===== src/rtl/iagc_capture_cfg.svh =====
`ifndef IAGC_CAPTURE_CFG_SVH
`define IAGC_CAPTURE_CFG_SVH

// Data path widths.
`define IAGC_DATA_W        16
`define IAGC_ADDR_W        12
`define IAGC_DEC_W         4
`define IAGC_OP_W          3

`define IAGC_MEM_DEPTH     4096   // Physical RAM depth, also the default capture depth.
`define IAGC_DUMP_CREDITS  4      // Credits the dumper holds after reset.
`define IAGC_END_CYCLES    4      // Length of the end of capture pulse.

`endif


===== src/rtl/iagc_types_pkg.sv =====
`default_nettype none

`include "iagc_capture_cfg.svh"

package iagc_types_pkg;

    // One ADC word of the reference or error channel.
    typedef logic [`IAGC_DATA_W-1:0] sample_t;

    // Sample memory address, also used for the capture depth.
    typedef logic [`IAGC_ADDR_W-1:0] addr_t;

    typedef logic [`IAGC_DEC_W-1:0] dec_t;   // Decimation factor, 0 and 1 keep every sample.

    // Holds the values 0 to IAGC_DUMP_CREDITS.
    typedef logic [$clog2(`IAGC_DUMP_CREDITS + 1)-1:0] credit_t;

endpackage

`default_nettype wire


===== src/rtl/iagc_ctrl_pkg.sv =====
`default_nettype none

`include "iagc_capture_cfg.svh"

package iagc_ctrl_pkg;

    typedef enum logic [3:0] {
        STATUS_RESET     = 4'b0000,
        STATUS_INIT      = 4'b0001,
        STATUS_IDLE      = 4'b0010,
        STATUS_SAMPLE    = 4'b0011,
        STATUS_CMD_PARSE = 4'b0100,
        STATUS_CMD_READ  = 4'b0101,
        STATUS_CMD_ERROR = 4'b0110,
        STATUS_DUMP_REF  = 4'b0111,
        STATUS_DUMP_ERR  = 4'b1000,
        STATUS_CLEAN_MEM = 4'b1001,
        STATUS_SET_MEM   = 4'b1010,
        STATUS_SET_DEC   = 4'b1011,
        STATUS_HALT      = 4'b1100
    } iagc_status_e;

    // Host opcodes. Code 7 has no meaning and is answered with CMD_ERROR.
    typedef enum logic [`IAGC_OP_W-1:0] {
        OP_START     = 3'd0,
        OP_DUMP_REF  = 3'd1,
        OP_DUMP_ERR  = 3'd2,
        OP_CLEAN_MEM = 3'd3,
        OP_SET_MEM   = 3'd4,
        OP_SET_DEC   = 3'd5,
        OP_HALT      = 3'd6
    } iagc_op_e;

    typedef enum logic [1:0] {
        SMP_INIT  = 2'd0,
        SMP_WAIT  = 2'd1,
        SMP_WRITE = 2'd2,
        SMP_END   = 2'd3
    } sampler_state_e;

endpackage

`default_nettype wire


===== src/rtl/sample_rd_if.sv =====
`timescale 1ns/1ps
`default_nettype none

`include "iagc_capture_cfg.svh"

interface sample_rd_if import iagc_types_pkg::*; ();

    logic    en;
    logic    sel;     // Low reads the reference RAM, high reads the error RAM.
    addr_t   addr;
    sample_t data;    // Valid one cycle after en.

    modport dumper (output en, output sel, output addr, input  data);
    modport mem    (input  en, input  sel, input  addr, output data);

endinterface

`default_nettype wire


===== src/rtl/sample_dumper.sv =====
`timescale 1ns/1ps
`default_nettype none

`include "iagc_capture_cfg.svh"

module sample_dumper
    import iagc_types_pkg::*;
    import iagc_ctrl_pkg::*;
(
    input  wire logic         i_clock,
    input  wire logic         i_rst_n,
    input  wire iagc_status_e i_status,
    input  wire addr_t        i_memory_size,
    input  wire logic         i_dump_credit,
    sample_rd_if.dumper       rd,
    output logic              o_dump_valid,
    output sample_t           o_dump_data,
    output logic              o_dump_last,
    output logic              o_done
);

    credit_t credits;
    addr_t   rd_addr;
    addr_t   last_addr;
    logic    active;
    logic    issued_all;
    logic    issue;

    assign active    = (i_status == STATUS_DUMP_REF) || (i_status == STATUS_DUMP_ERR);
    assign last_addr = i_memory_size - addr_t'(1);

    // The word in flight already holds one of the credits.
    assign issue = active && !issued_all && (credits > credit_t'(o_dump_valid));

    assign rd.en   = issue;
    assign rd.sel  = i_status == STATUS_DUMP_ERR;
    assign rd.addr = rd_addr;

    always_ff @(posedge i_clock or negedge i_rst_n) begin
        if (!i_rst_n) begin
            credits      <= credit_t'(`IAGC_DUMP_CREDITS);
            rd_addr      <= '0;
            issued_all   <= 1'b0;
            o_dump_valid <= 1'b0;
            o_dump_last  <= 1'b0;
        end else begin
            credits      <= credits - credit_t'(o_dump_valid) + credit_t'(i_dump_credit);
            o_dump_valid <= issue;
            o_dump_last  <= issue && (rd_addr == last_addr);
            if (!active) begin
                rd_addr    <= '0;
                issued_all <= 1'b0;
            end else if (issue) begin
                rd_addr <= rd_addr + addr_t'(1);
                if (rd_addr == last_addr) issued_all <= 1'b1;
            end
        end
    end

    assign o_dump_data = rd.data;   // The RAM output register holds the word.
    assign o_done      = o_dump_valid && o_dump_last;

endmodule

`default_nettype wire


===== src/flat_wrapper.sv =====
// flat-port wrapper written by rule: the top's interface ports become plain ports
module sample_dumper_flat import iagc_types_pkg::*; import iagc_ctrl_pkg::*;
  (i_clock, i_rst_n, i_status, i_memory_size, i_dump_credit, o_dump_valid, o_dump_data, o_dump_last, o_done, rd_en, rd_sel, rd_addr, rd_data);
  sample_rd_if rd_i ();
  input  wire logic i_clock;
  input  wire logic i_rst_n;
  input  wire iagc_status_e i_status;
  input  wire addr_t i_memory_size;
  input  wire logic i_dump_credit;
  output logic o_dump_valid;
  output sample_t o_dump_data;
  output logic o_dump_last;
  output logic o_done;
  output wire logic [$bits(rd_i.en)-1:0] rd_en;
  output wire logic [$bits(rd_i.sel)-1:0] rd_sel;
  output wire logic [$bits(rd_i.addr)-1:0] rd_addr;
  input wire logic [$bits(rd_i.data)-1:0] rd_data;
  assign rd_en = rd_i.en;
  assign rd_sel = rd_i.sel;
  assign rd_addr = rd_i.addr;
  assign rd_i.data = rd_data;
  sample_dumper u_core (.i_clock(i_clock), .i_rst_n(i_rst_n), .i_status(i_status), .i_memory_size(i_memory_size), .i_dump_credit(i_dump_credit), .rd(rd_i), .o_dump_valid(o_dump_valid), .o_dump_data(o_dump_data), .o_dump_last(o_dump_last), .o_done(o_done));
endmodule

===== config.mk =====
export PLATFORM = sky130hd
export DESIGN_NAME = sample_dumper_flat
export DESIGN_NICKNAME = d
export VERILOG_FILES = /design/src/rtl/iagc_types_pkg.sv /design/src/rtl/iagc_ctrl_pkg.sv /design/src/rtl/sample_rd_if.sv /design/src/rtl/sample_dumper.sv /design/src/flat_wrapper.sv
export VERILOG_INCLUDE_DIRS = /design/src /design/src/rtl
export SDC_FILE = /design/constraint.sdc
export NUM_CORES = 1
export LEC_CHECK = 0
export ABC_AREA = 1
export BUFFER_PORTS_ARGS = -buffer_cell sky130_fd_sc_hd__buf_2
export CORE_ASPECT_RATIO = 1.2
export CORE_UTILIZATION = 49
export CTS_CLUSTER_SIZE = 30
export DETAILED_ROUTE_END_ITERATION = 10
export MAX_ROUTING_LAYER = met4
export PLACE_DENSITY = 0.8
export SYNTH_ARGS = -nofsm -noshare
export SYNTH_HDL_FRONTEND = slang
export SYNTH_SLANG_ARGS = --single-unit

===== constraint.sdc =====
create_clock -name i_clock -period 2.15 [get_ports i_clock]
set_input_delay 0.43 -clock i_clock [delete_from_list [all_inputs] [get_ports i_clock]]
set_output_delay 0.43 -clock i_clock [all_outputs]
set_load 0.02 [all_outputs]

**Yosys cells after proc, flatten, opt, wreduce, memory -nomap -nowiden**

Index checks and enable logic that the tools add are counted.

- Add/subtract/negate cells: 4
- $lt $le $gt $ge: 1
- Equality and inequality tests: 5
- Muxes and demuxes: 5
- Reductions and logical operators: 7

Operators with widths:

| cell | count |
|---|---|
| 12-bit two-way mux | 2 |
| 12-bit by 1-bit adder with 12-bit output, second input constant | 1 |
| 12-bit equality test | 1 |
| 12-bit by 1-bit subtractor with 12-bit output, second input constant | 1 |
| 4-bit by 3-bit equality test with 1-bit output, second input constant | 1 |
| 4-bit equality test, second input constant | 1 |
| 1-bit logical AND | 4 |
| 2-bit != test, second input constant | 2 |
| 3-bit by 1-bit adder with 3-bit output | 1 |
| 3-bit by 1-bit greater-than comparator with 1-bit output | 1 |
| 1-bit two-way mux | 3 |
| 3-bit by 1-bit subtractor with 3-bit output | 1 |
| 2-bit AND reduction | 1 |
| 1-bit logical NOT | 1 |
| 1-bit logical OR | 1 |

- Register bits: 18
- Logic and storage cells: 27

**Depth between registers and ports, before layout**

- Depth in word-level cells: 6
- Depth in mapped cells: 13

**Worst setup path before layout**

No wires, ideal clock.

- Path kind: register -> output
- Start: reg u_core.o_dump_valid
- End: out rd_en
- Arrival: 1350 ps
- Setup slack: 370 ps
- Cell stages (with the launch flop): 5
- Path buffers: 0
- Path through: dfrtp_1 ha_1 a21oi_2 nand2_2 inv_1

- Cells in the longest elaborated chain, start to end: 2

RTL lines:

| element | RTL line | RTL |
|---|---|---|
| start: declaration | sample_dumper.sv:16 | `output logic o_dump_valid,` |
| start signal: assignment | sample_dumper.sv:48 | `o_dump_valid <= issue;` |
| 3-bit by 1-bit greater-than comparator with 1-bit output | sample_dumper.sv:33 | `assign issue = active && !issued_all && (credits > credit_t'(o_dump_valid));` |
| 1-bit logical AND | sample_dumper.sv:33 |  |
| end: declaration | flat_wrapper.sv:14 | `output wire logic [$bits(rd_i.en)-1:0] rd_en;` |

Every way passes these cells.

**Worst setup path after layout**

- Start: reg u_core.credits[2]
- End: out rd_en

- Cells in the longest elaborated chain, start to end: 2

RTL lines:

| element | RTL line | RTL |
|---|---|---|
| start: declaration | sample_dumper.sv:22 | `credit_t credits;` |
| start signal: assignment | sample_dumper.sv:41 | `` credits <= credit_t'(`IAGC_DUMP_CREDITS); `` |
| start signal: assignment | sample_dumper.sv:47 | `credits <= credits - credit_t'(o_dump_valid) + credit_t'(i_dump_credit);` |
| 3-bit by 1-bit greater-than comparator with 1-bit output | sample_dumper.sv:33 |  |
| 1-bit logical AND | sample_dumper.sv:33 |  |

Every way passes these cells.

==> metrics.txt <==
status=finished clean; synthesized cell area=roughly 1700 sq um; largest net degree at the start of global routing=19; Final Wtd Congestion=between 0.9 and 1; Flop pwr share=0.440; Congestion Overflow GR=0; Logic pwr share=0.303; sequential area share after synthesis=0.261; routed vias/inst=around 5.1; total global-route track usage=0.220; Crit Path Max Fanout=5; Core ar.=roughly 3400 sq um; Worst Hold Class=in2async; CP Launch Type=flop; max-cap violation count=0; setup TNS=0 ns; kind of critical path=reg2out; CTS buffer count=3; arrival time at the worst endpoint=1.55 ns; dpl hpwl=between 3000 and 4000 um; Synth Net Count=320; Rows=23; Cells after Synth=279; Clock Path Buffers=2; clock sink count=18; switching share of power=0.328; via count=1721; leakage=between 1 and 1.5 nW; slew of the pin with the lowest slew margin=0.395 ns; final antenna-violating net count=0; DIE HEIGHT=67.1 um; final critical-path share of the clock period=0.920; Setup Viol. Count Final=0; Fill cells=approximately 350; Avg WL per Cell=roughly 11 um; Crit. End Element=output pin; Horiz. Die Dim=~56 um; Setup Fix Bufs, Post-CTS=0; clock-pin slew on the worst setup and hold paths=about 0.07 ns; PD cells=496 nW/um^2; hold slack=around 0.099 ns; clock network power share=0.257; CTS Hold Bufs=0; Period minus WS final=between 1.5 and 2 ns; drt pass-1 iters=5; commonest non-fill, non-tap cell in the layout=nand2_1; number of library cell types mapped by synthesis=24; Finished Layout Cells=338; Root Buffer=clkbuf_8; fin nets=~340; Worst-Skew Late Latency=between 0.2 and 0.3 ns; Psw=~0.00030 W; placed insts=334; PortBufs=35; H-tree depth=1; first-pass GRT wire length=~6400 um; commonest non-fill, non-tap cells in the layout=nand2_1, inv_1, buf_2, nor2_1, nand3_1; final hold vios=0; final WL=about 3800 um; final clock skew=0.00392 ns; Post-Syn Area per Cell=just over 6 sq um; Starting Density=0.513; warnings from Yosys=0; internal power=0.000624 W; Sequential Area=452 sq um; synthesized flop and latch total=18; post_cts resized=0; ant diodes=0; CTS tree=done; Die ar.=about 3800 sq um; fmax=between 500 and 600 MHz; Multi-input gate area=970 sq um; initial antenna violation count=0; fin. max-slew vios=0; required time worst endpoint=between 1.5 and 2 ns; Iteration-0 DRC Markers=42; drt drc=0; # IOs=68; RSZ-0062 raised after global routing=false; vias in the first global route=1581; Synth-to-Final Area Change=8.47%; worst vdd ir=about 0.4 mV; layout cell share with drive strength beyond 1=0.169; Worst slew margin=0.736
synthesized netlist by cell type:
cell | instances | area [sq um]
dfstp_2 | 1 | 26.3
a21oi_2 | 1 | 8.76
xor2_1 | 7 | 61.3
buf_2 | 2 | 10.0
nor2_1 | 32 | 120
nand4_1 | 6 | 37.5
nand3b_1 | 1 | 7.51
o21ai_0 | 10 | 50.1
nor2_4 | 3 | 33.8
inv_1 | 45 | 169
nor3_1 | 7 | 35.0
fa_1 | 1 | 20.0
nor3_2 | 1 | 10.0
nand3_1 | 20 | 100
a211oi_1 | 1 | 7.51
nor2_2 | 1 | 6.26
ha_1 | 5 | 62.6
nand2_2 | 2 | 12.5
xnor2_1 | 1 | 8.76
a21oi_1 | 6 | 30.0
buf_4 | 17 | 128
nor3_4 | 1 | 16.3
dfrtp_1 | 17 | 425
nand2_1 | 91 | 342
area by class of cell:
cell class	count	share of cell area
Sequential cell	18	0.241
Clock buffer	4	0.0240
Multi-Input combinational cell	197	0.517
Timing Repair Buffer	37	0.103
Inverter	45	0.0901
Tap cell	37	0.0247
routing by layer:
| metal | vias to the layer above | wire [um] | global-route usage |
|---|---|---|---|
| li1 | 892 | - | - |
| met1 | 781 | 1650 | 0.240 |
| met2 | 40 | 1940 | 0.405 |
| met3 | 8 | 155 | 0.0252 |
| met4 | 0 | 79 | 0.0945 |
| met5 | - | 0 | - |
through the flow:
| stage | util | total power, W | instance area (sq um) | worst slack, ns |
|---|---|---|---|---|
| floorplan | - | 0.000653 | 1730 | 0.370 |
| global placement | 0.543 | 0.000682 | 1830 | 0.406 |
| detailed placement | 0.543 | 0.000695 | 1830 | 0.349 |
| CTS | 0.556 | 0.000932 | 1870 | 0.102 |
| global route | 0.557 | 0.000996 | 1870 | 0.0480 |
| finish | 0.557 | 0.000929 | 1870 | 0.172 |
critical path, cell delays in order (launching register included):
cell,delay [ns]
dfstp_2,0.53
inv_1,0.04
ha_1,0.16
nand2_1,0.05
nand2_1,0.06
a21oi_2,0.16
nand2_2,0.08
inv_2,0.08
buf_4,0.14
cell families after synthesis:
kind of cell,after synthesis,synth area share
adders and majority gates,6,0.0478
buffers and inverters,64,0.177
and+or+nand+nor,165,0.417
xor gates and xnor gates,8,0.0406
AOI/OAI and AO/OA,18,0.0558
DFF,18,0.261
flip-flops by register name, indices dropped and copies added, names as in the netlist:
name and count:
u_core.credits 3, u_core.o_dump_valid 1, u_core.o_dump_last 1, u_core.issued_all 1, u_core.rd.addr 12
path summary, 6_finish.rpt:
check	to	start	depth (start not counted)	slack, ns
min in group i_clock	u_core.credits[0]$_DFF_PN0_	i_dump_credit	2	0.40
worst max register to register	u_core.rd.addr[6]$_DFFE_PN0P_	u_core.credits[2]$_DFF_PN1_	11	0.34
worst min register to register	u_core.issued_all$_DFFE_PN0P_	u_core.issued_all$_DFFE_PN0P_	2	0.51
max in group asynchronous	u_core.credits[2]$_DFF_PN1_	i_rst_n	1	1.73
worst max-delay path	rd_en	u_core.credits[2]$_DFF_PN1_	8	0.17
worst min-delay path	u_core.o_dump_valid$_DFF_PN0_	i_rst_n	1	0.1
power by group through the flow:
stage / Clock, W / Combinational (W) / Sequential, W
finish: 0.000239 / 0.000281 / 0.000409
global route: 0.000261 / 0.000323 / 0.000412
CTS: 0.000241 / 0.000282 / 0.000409
detailed placement: 0 / 0.000281 / 0.000414
global placement: 0 / 0.000268 / 0.000413
floorplan: 0 / 0.000238 / 0.000414
Note: power is estimated with default switching activity, not from simulation.
