### src/rtl/iagc_capture_cfg.svh
`ifndef IAGC_CAPTURE_CFG_SVH
`define IAGC_CAPTURE_CFG_SVH

// Data path widths.
`define IAGC_DATA_W        16
`define IAGC_ADDR_W        12
`define IAGC_DEC_W         4
`define IAGC_OP_W          3

`define IAGC_MEM_DEPTH     4096   // Physical RAM depth, also the default capture depth.
`define IAGC_DUMP_CREDITS  4      // Credits the dumper holds after reset.
`define IAGC_END_CYCLES    4      // Length of the end of capture pulse.

`endif

### src/rtl/iagc_types_pkg.sv
`default_nettype none

`include "iagc_capture_cfg.svh"

package iagc_types_pkg;

    // One ADC word of the reference or error channel.
    typedef logic [`IAGC_DATA_W-1:0] sample_t;

    // Sample memory address, also used for the capture depth.
    typedef logic [`IAGC_ADDR_W-1:0] addr_t;

    typedef logic [`IAGC_DEC_W-1:0] dec_t;   // Decimation factor, 0 and 1 keep every sample.

    // Holds the values 0 to IAGC_DUMP_CREDITS.
    typedef logic [$clog2(`IAGC_DUMP_CREDITS + 1)-1:0] credit_t;

endpackage

`default_nettype wire

### src/rtl/iagc_ctrl_pkg.sv
`default_nettype none

`include "iagc_capture_cfg.svh"

package iagc_ctrl_pkg;

    typedef enum logic [3:0] {
        STATUS_RESET     = 4'b0000,
        STATUS_INIT      = 4'b0001,
        STATUS_IDLE      = 4'b0010,
        STATUS_SAMPLE    = 4'b0011,
        STATUS_CMD_PARSE = 4'b0100,
        STATUS_CMD_READ  = 4'b0101,
        STATUS_CMD_ERROR = 4'b0110,
        STATUS_DUMP_REF  = 4'b0111,
        STATUS_DUMP_ERR  = 4'b1000,
        STATUS_CLEAN_MEM = 4'b1001,
        STATUS_SET_MEM   = 4'b1010,
        STATUS_SET_DEC   = 4'b1011,
        STATUS_HALT      = 4'b1100
    } iagc_status_e;

    // Host opcodes. Code 7 has no meaning and is answered with CMD_ERROR.
    typedef enum logic [`IAGC_OP_W-1:0] {
        OP_START     = 3'd0,
        OP_DUMP_REF  = 3'd1,
        OP_DUMP_ERR  = 3'd2,
        OP_CLEAN_MEM = 3'd3,
        OP_SET_MEM   = 3'd4,
        OP_SET_DEC   = 3'd5,
        OP_HALT      = 3'd6
    } iagc_op_e;

    typedef enum logic [1:0] {
        SMP_INIT  = 2'd0,
        SMP_WAIT  = 2'd1,
        SMP_WRITE = 2'd2,
        SMP_END   = 2'd3
    } sampler_state_e;

endpackage

`default_nettype wire

### src/rtl/iagc_sequencer.sv
`timescale 1ns/1ps
`default_nettype none

`include "iagc_capture_cfg.svh"

module iagc_sequencer
    import iagc_types_pkg::*;
    import iagc_ctrl_pkg::*;
(
    input  wire logic                  i_clock,
    input  wire logic                  i_rst_n,
    input  wire logic                  i_cmd_valid,
    input  wire logic [`IAGC_OP_W-1:0] i_cmd_op,
    input  wire addr_t                 i_cmd_arg,
    input  wire logic                  i_capture_end,
    input  wire logic                  i_clear_done,
    input  wire logic                  i_dump_done,
    output iagc_status_e               o_status,
    output addr_t                      o_memory_size,
    output dec_t                       o_decimator,
    output logic                       o_cmd_error
);

    iagc_status_e next_status;
    iagc_op_e     op;
    logic         accept;
    logic         end_q;
    logic         end_fall;

    assign op       = iagc_op_e'(i_cmd_op);
    assign accept   = (o_status == STATUS_IDLE) && i_cmd_valid;
    assign end_fall = end_q && !i_capture_end;   // The sampler has finished its end pulse.

    always_comb begin
        next_status = o_status;
        case (o_status)
            STATUS_RESET: next_status = STATUS_INIT;
            STATUS_INIT:  next_status = STATUS_IDLE;
            STATUS_IDLE: begin
                if (i_cmd_valid) begin
                    case (op)
                        OP_START:     next_status = STATUS_SAMPLE;
                        OP_DUMP_REF:  next_status = STATUS_DUMP_REF;
                        OP_DUMP_ERR:  next_status = STATUS_DUMP_ERR;
                        OP_CLEAN_MEM: next_status = STATUS_CLEAN_MEM;
                        OP_SET_MEM:   next_status = STATUS_SET_MEM;
                        OP_SET_DEC:   next_status = STATUS_SET_DEC;
                        OP_HALT:      next_status = STATUS_HALT;
                        default:      next_status = STATUS_CMD_ERROR;
                    endcase
                end
            end
            STATUS_SAMPLE: begin
                if (end_fall) next_status = STATUS_IDLE;
            end
            STATUS_DUMP_REF, STATUS_DUMP_ERR: begin
                if (i_dump_done) next_status = STATUS_IDLE;
            end
            STATUS_CLEAN_MEM: begin
                if (i_clear_done) next_status = STATUS_IDLE;
            end
            STATUS_HALT: next_status = STATUS_HALT;   // Only a reset leaves HALT.
            default:     next_status = STATUS_IDLE;
        endcase
    end

    // A depth of IAGC_MEM_DEPTH wraps to zero in addr_t, and every block reads zero as the
    // full RAM. A SET_MEM argument of zero therefore selects the full depth as well.
    always_ff @(posedge i_clock or negedge i_rst_n) begin
        if (!i_rst_n) begin
            o_status      <= STATUS_RESET;
            o_memory_size <= addr_t'(`IAGC_MEM_DEPTH);
            o_decimator   <= dec_t'(1);
            end_q         <= 1'b0;
        end else begin
            o_status <= next_status;
            end_q    <= i_capture_end;
            if (accept && (op == OP_SET_MEM)) o_memory_size <= i_cmd_arg;
            if (accept && (op == OP_SET_DEC)) o_decimator <= i_cmd_arg[`IAGC_DEC_W-1:0];
        end
    end

    assign o_cmd_error = o_status == STATUS_CMD_ERROR;

endmodule

`default_nettype wire

### config.mk
export PLATFORM = sky130hd
export DESIGN_NAME = iagc_sequencer
export DESIGN_NICKNAME = d
export VERILOG_FILES = /design/src/rtl/iagc_types_pkg.sv /design/src/rtl/iagc_ctrl_pkg.sv /design/src/rtl/iagc_sequencer.sv
export VERILOG_INCLUDE_DIRS = /design/src /design/src/rtl
export SDC_FILE = /design/constraint.sdc
export NUM_CORES = 1
export LEC_CHECK = 0
export CAP_MARGIN = 20
export CORE_MARGIN = 4
export CORE_UTILIZATION = 40
export CTS_BUF_LIST = sky130_fd_sc_hd__clkbuf_4
export DETAILED_ROUTE_END_ITERATION = 12
export DONT_BUFFER_PORTS = 1
export PLACE_DENSITY = 0.55
export RECOVER_POWER = 100
export SYNTH_ARGS = -nofsm -noshare
export SYNTH_HDL_FRONTEND = slang
export SYNTH_SLANG_ARGS = --single-unit
### constraint.sdc
create_clock -name i_clock -period 3.1 [get_ports i_clock]
set_clock_uncertainty 0.15 [all_clocks]
set_input_delay 0.31 -clock i_clock [delete_from_list [all_inputs] [get_ports i_clock]]
set_output_delay 0.31 -clock i_clock [all_outputs]
set_load 0.01 [all_outputs]
-- Yosys cells after proc, flatten, opt, wreduce, memory -nomap -nowiden
Index checks and enable logic that the tools add are counted.
- magnitude comparators: 0
- equal/unequal tests: 17
- $mul: 0
- $add $sub $neg: 0
- shifts and indexed selects: 0
- reductions and logical operators: 9
- mux-type cells: 6
- divide/modulo/power cells: 0
- bitwise gates (word level): 0
- operators by type and width (kind ; count):
    $pmux W4 S7 ; 1
    $pmux W4 S6 ; 1
    $mux W4 ; 4
    $eq A4 B4 Y1 const B ; 3
    $eq A3 B3 Y1 const B ; 3
    $eq A4 B2 Y1 const B ; 2
    $eq A4 B3 Y1 const B ; 2
    $ne A2 B2 Y1 const B ; 4
    $eq A3 B2 Y1 const B ; 2
    $logic_and A1 B1 Y1 ; 4
    $logic_not A4 Y1 ; 1
    $reduce_and A4 Y1 ; 1
    $eq A3 B1 Y1 const B ; 1
    $logic_not A3 Y1 ; 1
    $reduce_or A2 Y1 ; 1
    $logic_not A1 Y1 ; 1
- memory bits (writable): 0
- word-level logic and storage cells: 36
- memories: 0
- input port bits: 21
- ROM bits: 0
- bits in latches: 0
- bits in registers: 21

-- Longest topological paths before layout
Gate-level depths: netlist of run 1.
- depth in word-level cells: 4
- depth in mapped cells: 5
- depth with buffers taken out: 4

-- Least setup slack after synthesis of run 1
OpenSTA, ideal clock, no wires.
- kind: reg2reg
- start: register o_status[3]
- end: register o_memory_size[0]
- library setup time: 125 ps
- cell stages (with the launch flop): 6
- slack: 1311 ps
- arrival: 1514 ps
- clock period less this slack: 1789 ps
- path buffers: 1
- cells stage by stage: dfrtp_1 nand2b_4 nor4b_4 nand3_2 buf_6 mux2_2
- longest elaborated chain between the ends: 3
- ends and longest elaborated chain (what ; RTL line ; source):
    from (decl) ; iagc_sequencer.sv:18 ; output iagc_status_e o_status,
    from (signal assigned) ; iagc_sequencer.sv:76 ; o_status <= next_status;
    $eq A4 B2 Y1 ; iagc_sequencer.sv:31 ; assign accept = (o_status == STATUS_IDLE) && i_cmd_valid;
    $logic_and A1 B1 Y1 ; iagc_sequencer.sv:31 ;
    $logic_and A1 B1 Y1 ; iagc_sequencer.sv:78 ; if (accept && (op == OP_SET_MEM)) o_memory_size <= i_cmd_arg;
    to (signal assigned) ; iagc_sequencer.sv:72 ; o_memory_size <= addr_t'(`IAGC_MEM_DEPTH);
    to (signal assigned) ; iagc_sequencer.sv:78 ;
    to (decl) ; iagc_sequencer.sv:19 ; output addr_t o_memory_size,
Every way passes these cells.
A chain may end at the register's enable or synchronous reset.

-- Worst setup path in the final report of run 1
- start: register o_status[3]
- end: register o_memory_size[2]
The elaborated chain is that of the path after synthesis.

==> impl_metrics.yaml, run 1 <==
sta:
  setup-violations-final: 0
  relSlewSlack_pct: 39.99
  fmax_mhz: 420.0
  rsz0062_at_grt: "no"
  fin_crit_ns: 2.381
  fin_ws_ns: 0.7188
  worstMarginPinSlew_ns: 0.8972
  hold_viol: 0
  finalCritPeriodShare_pct: 76.81
  finalSetupTns_ns: 0
  maxSlewViolCount: 0
pwr:
  power.density_nw_per_um2: 822.3
  power.leakage_nw: 0.5082
  vdd_drop_max_uv: 475.4
  power_mw: 0.9682
floorplan:
  start_util_pct: 43.54
  dieArea_um2: 3338
  die_width_um: 57.78
  die_h_um: 57.78
  row_count: 17
  ioPinCount: 42
  core_area_um2: 2276
logic_synthesis:
  ys_ff_latch: 21
  synth_edf_count: 0
  ys.warnings.count: 0
  syn-mean-instance-area_um2: 12.39
  syn_area_um2: 991.0
  synthCells: 80
  ys_top_cells_by_area: "dfrtp_1 51%, mux2_2 18%, dfstp_2 2.7%"
  synthesis.nets: 101
  synthArstFlopShare_pct: 100.0
  synth_top_area_cell: "dfrtp_1"
  ys_types: 28
  yosysTopAreaCellShare_pct: 50.51
  synth_ff_type: "dfrtp_1"
  ys_seq_area_share_pct: 53.16
global_routing:
  grt.total_usage_pct: 12.95
  antenna_found_initial: 0
  grt_max_degree: 22
  grt_pass1_vias: 712
  grt_pass1_wl_mm: 3.381
  overflow: 0
cts:
  numCtsBuffers: 3
  htreeDepth: 1
  root_buffer: "clkbuf_4"
  cts_tree: "yes"
  cts_resized: 0
  insertion_delay_ns: 0.30
  clockBufferDepth: 2
  clock-sinks: 21
  clk_pin_slew_worst_paths_ns: 0.11
flow_run:
  maxCapViolCount: 0
layout:
  drive_gt1_share_pct: 22.92
  final_nets: 118
  diodes: 0
  syn2layout_area_growth_pct: 18.81
  stdcell_count: 124
worst_setup_path:
  arrival_ns: 2.42
  cp_max_fo: 12
  critPathRequiredTime_ns: 3.13
  path_cells: "nand2b_4, nor4b_1, nand3_2, mux2_2"
  crit_path_start_kind: "flip-flop"
  critical_path_class: "reg -> reg"
  critPathMaxStageDelay_ns: 0.62
  endpoint_kind: "flip-flop"
  crit_path_top_delay_cell: "nor4b_1"
placed_design:
  portBuffers: 0
  gp_congestion: 0.8218
  pre_cts_slack_ns: 1.076
  placedCellCount: 104
  hpwlAfterDp_mm: 1.485
min_path:
  worstHoldPathType: "in -> reg"
route:
  antenna_left: 0
  drt_iter0_markers: 8
  vias_per_cell: 5.435
  num_vias: 674
  finalWirelength_mm: 2.028
  wl_per_cell_um: 16.35
  drcViolationCount: 0
  dr.pass1.iters: 2
run_status:
  outcome: "finished clean"
## state kept, by name (all words and copies together) (netlist names)
register / cells
o_status: 4
o_decimator: 4
end_q: 1
o_memory_size: 12
## final timing paths
kind | start | endpoint | slack, ns | cells after the start
worst max-delay path | o_status[3] | o_memory_size[2] | 0.72 | 4
worst min-delay path | i_cmd_arg[4] | o_memory_size[4] | 0.01 | 1
worst min register to register | o_decimator[3] | o_decimator[3] | 0.44 | 1
min in group asynchronous | i_rst_n | o_memory_size[9] | 0.42 | 1
max in group asynchronous | i_rst_n | o_memory_size[2] | 1.83 | 1
worst max register to register | o_status[3] | o_memory_size[2] | 0.72 | 4
## per-stage QoR
stage	hold slack, ns	utilization [%]	cell area (um^2)
after floorplan	-0.1356	-	991.0
after global placement	-0.1350	44.04	1002
after detailed placement	-0.1350	44.04	1002
after CTS	0.003055	50.19	1142
after global routing	0.004430	51.73	1177
final	0.01414	51.73	1177
## cell usage after synthesis (2+ instances only)
master,number
mux2_2,16
nor2b_1,2
a31oi_1,2
nand2b_1,3
o211ai_1,2
o21ai_0,4
nand2_1,6
nor3b_1,2
dfrtp_1,20
clkbuf_1,2
nor2_1,4
## layer usage
metal	global-route usage (%)	vias to the layer above	wire length, um
met1	14.44	334	725
met3	4.677	4	169
met5	0	-	0
li1	-	315	-
met4	6.954	0	38
met2	21.45	21	1095
## timing repair
| action | in CTS | in global routing |
|---|---|---|
| buffers inserted | 0 | 0 |
| hold endpoints to repair | 32 | 5 |
| setup endpoints to repair | 0 | 0 |
| hold buffers | 11 | 5 |
## cell usage in the layout, fill, tap and decap left out, types with 2 or more instances in the layout
cell | netlist | layout
a31oi_1 | 2 | 2
nor2_1 | 4 | 4
nand2b_1 | 3 | 3
mux2_2 | 16 | 16
clkbuf_4 | 0 | 4
nor3b_1 | 2 | 2
nor2b_1 | 2 | 2
o211ai_1 | 2 | 2
dfrtp_1 | 20 | 20
dlygate4sd3_1 | 0 | 16
o21ai_0 | 4 | 4
nand2_1 | 6 | 6
## where the power goes
part           leakage, nW  internal, mW  total, mW  switching (mW)
logic                0.233         0.159      0.258          0.0988
registers            0.257         0.396      0.575           0.179
clock network       0.0184        0.0588      0.135          0.0765
## logic make-up after synthesis
kind of cell	count (synthesis)	share of synthesized area (%)
AOI/OAI and AO/OA	13	8.460
and+or+nand+nor	24	15.91
xor gates and xnor gates	1	0.8840
DFF	21	53.16
buffers and inverters	4	2.399
muxes	17	19.19
## layout make-up
class	instances	area (um^2)
Tap cell	28	35.03
Timing Repair Buffer	16	160.2
Fill cell	219	1099
Sequential cell	21	526.8
Clock buffer	4	30.03
Multi-Input combinational cell	55	425.4
## worst max-delay path, delay by kind of cell, from the launching register on
kind / cells / cell delay [ns]
flip-flops: 1 / 0.49
multiplexers: 1 / 0.39
AND/OR/NAND/NOR: 3 / 1.24
Power figures use the tool's default switching activity.
==> run 2, diff against run 1 <==
- ABC_AREA: not set -> 1
- clock period: 3.1 -> 2.2 ns (I/O delays scaled with it)
==> run 2 against run 1 <==
Largest cell class unchanged. Final area up 8.1%. Critical path type is now reg -> out. Synthesized area up 15%. Sequential power up 44%. Via count up 30%. Register-to-register slack worse by 0.19 ns. Hold slack better by 0.016 ns.
==> impl_metrics.yaml, run 2 <==
run_status:
  outcome: "finished clean"
worst_setup_path:
  cp_max_fo: 6
  critical_path_class: "reg -> out"
  reg2reg_depth: 6
  arrival_ns: 1.54
  critPathRequiredTime_ns: 1.83
  endpoint_kind: "output pin"
  crit_path_start_kind: "flip-flop"
logic_synthesis:
  syn-mean-instance-area_um2: 8.057
  synthAdderAreaFrac_pct: 0
  ys_types: 20
  synth_top_family_by_area: "simple AND/OR/NAND/NOR gates"
  synth_edf_count: 0
  yosys-top-cells-count: "46 x nand2_1, 20 x dfrtp_1, 19 x inv_1, 12 x nor2_1, 12 x o21ai_2"
  synth_top_area_cell: "dfrtp_1"
  ys_ff_latch: 21
  ys_seq_area_share_pct: 46.37
  synth_ff_type: "dfrtp_1"
  synth_compound_area_share_pct: 12.33
  yosysMostFrequentCell: "nand2_1"
  yosys.area_share.simple_pct: 31.06
  synthMuxAreaShare_pct: 0
  ys_top_cells_by_area: "dfrtp_1 44%, nand2_1 15%, o21ai_2 9.3%"
  ys.warnings.count: 0
  synthXorXnorAreaFrac_pct: 0
  synthArstFlopShare_pct: 100.0
  synthesis.nets: 162
  syn_area_um2: 1136
  yosysTopAreaCellShare_pct: 44.05
  synthCells: 141
global_routing:
  antenna_found_initial: 0
  grt_pass1_wl_mm: 3.829
  grt_pass1_vias: 845
  grt_max_degree: 25
  overflow: 0
  grt.total_usage_pct: 14.05
sta:
  maxSlewViolCount: 0
  relSlewSlack_pct: 37.35
  fmax_mhz: 524.7
  finalCritPeriodShare_pct: 86.63
  hold_ws_ns: 0.03059
  setup-violations-final: 0
  finalSetupTns_ns: 0
  rsz0062_at_grt: "no"
  worstMarginPinSlew_ns: 0.9367
  fin_crit_ns: 1.906
  hold_viol: 0
min_path:
  worstHoldPathType: "in -> reg"
  holdPathStages: 4
cts:
  cts_resized: 0
  numCtsBuffers: 3
  cts_tree: "yes"
  postCtsHoldBufs: 14
  root_buffer: "clkbuf_4"
  post_cts_buffers: 0
  htreeDepth: 1
  clock-sinks: 21
  clk_pin_slew_worst_paths_ns: 0.11
  insertion_delay_ns: 0.30
  clockBufferDepth: 2
route:
  vias_per_cell: 4.665
  drt_iter0_markers: 38
  dr.pass1.iters: 4
  wl_per_cell_um: 12.16
  num_vias: 877
  antenna_left: 0
  drcViolationCount: 0
  finalWirelength_mm: 2.286
layout:
  syn2layout_area_growth_pct: 12.00
  largest_reg_flops: 12
  top_regs: "o_memory_size x12, o_decimator x4, o_status x4"
  drive_gt1_share_pct: 9.554
  final_nets: 179
  layout_commonest_cell: "nand2_1"
  mostFrequentLayoutCells: "46 x nand2_1, 20 x inv_1, 20 x dfrtp_1, 14 x o21ai_0, 14 x dlygate4sd3_1"
  diodes: 0
  regMostFlops: "o_memory_size"
floorplan:
  start_util_pct: 41.56
  row_count: 19
  ioPinCount: 42
  die_width_um: 61.30
  core_area_um2: 2734
  dieArea_um2: 3757
  die_h_um: 61.30
placed_design:
  gp_congestion: 0.8547
  portBuffers: 0
  hpwlAfterDp_mm: 1.732
flow_run:
  maxCapViolCount: 0
pwr:
  vdd_drop_max_uv: 551.1
  power.leakage_nw: 0.6837
  power.density_nw_per_um2: 1215
[run 2: final cells by class]
| class | count | area, um^2 |
|---|---|---|
| well taps | 31 | 38.79 |
| clock buffers | 3 | 22.52 |
| clock inverters | 1 | 5.005 |
| fillers | 294 | 1461 |
| multi-input cells | 93 | 445.4 |
| repair buffers | 14 | 140.1 |
| inverters | 25 | 93.84 |
| flip-flops and latches | 21 | 526.8 |
[run 2: metal layers]
layer / vias up / wire length, um / GRT usage, %
met4: 0 / 20 / 6.502
li1: 467 / - / -
met2: 21 / 1123 / 23.11
met5: - / 0 / 0
met1: 387 / 985 / 17.50
met3: 2 / 157 / 3.145
[run 2: cells by family after synthesis]
kind of cell           count (synthesis)
AOI/OAI and AO/OA                     19
buffers and inverters                 27
DFF                                   21
and+or+nand+nor                       74
[run 2: critical path: stages, from the launching register on]
cell	delay, ns
dfrtp_1	0.50
inv_1	0.23
nor4_1	0.51
[run 2: power breakdown]
group	total [mW]	switching (mW)	internal, mW
combinational	0.538	0.327	0.211
clock	0.181	0.114	0.0677
sequential	0.827	0.258	0.568
total	1.55	0.699	0.847
[run 2: final timing paths]
path	start	slack, ns	endpoint
max	o_status[1]	0.29	o_cmd_error
min	i_cmd_op[0]	0.03	o_status[0]
max reg2reg	o_status[3]	0.53	o_decimator[1]
min reg2reg	o_decimator[0]	0.42	o_decimator[0]
max in group asynchronous	i_rst_n	0.98	o_memory_size[8]
min in group asynchronous	i_rst_n	0.34	o_status[0]
[run 2: per-stage QoR]
stage | util [%] | power (mW) | std cells | area (um^2) | worst slack (ns)
after detailed placement | 42.15 | 1.421 | 170 | 1152 | 0.5026
after CTS | 48.28 | 1.635 | 188 | 1320 | 0.3265
final | 46.54 | 1.546 | 188 | 1272 | 0.2942
after floorplan | - | 1.298 | 141 | 1136 | 0.7363
after global routing | 46.54 | 1.702 | 188 | 1272 | 0.1571
after global placement | 42.15 | 1.405 | 170 | 1152 | 0.5424
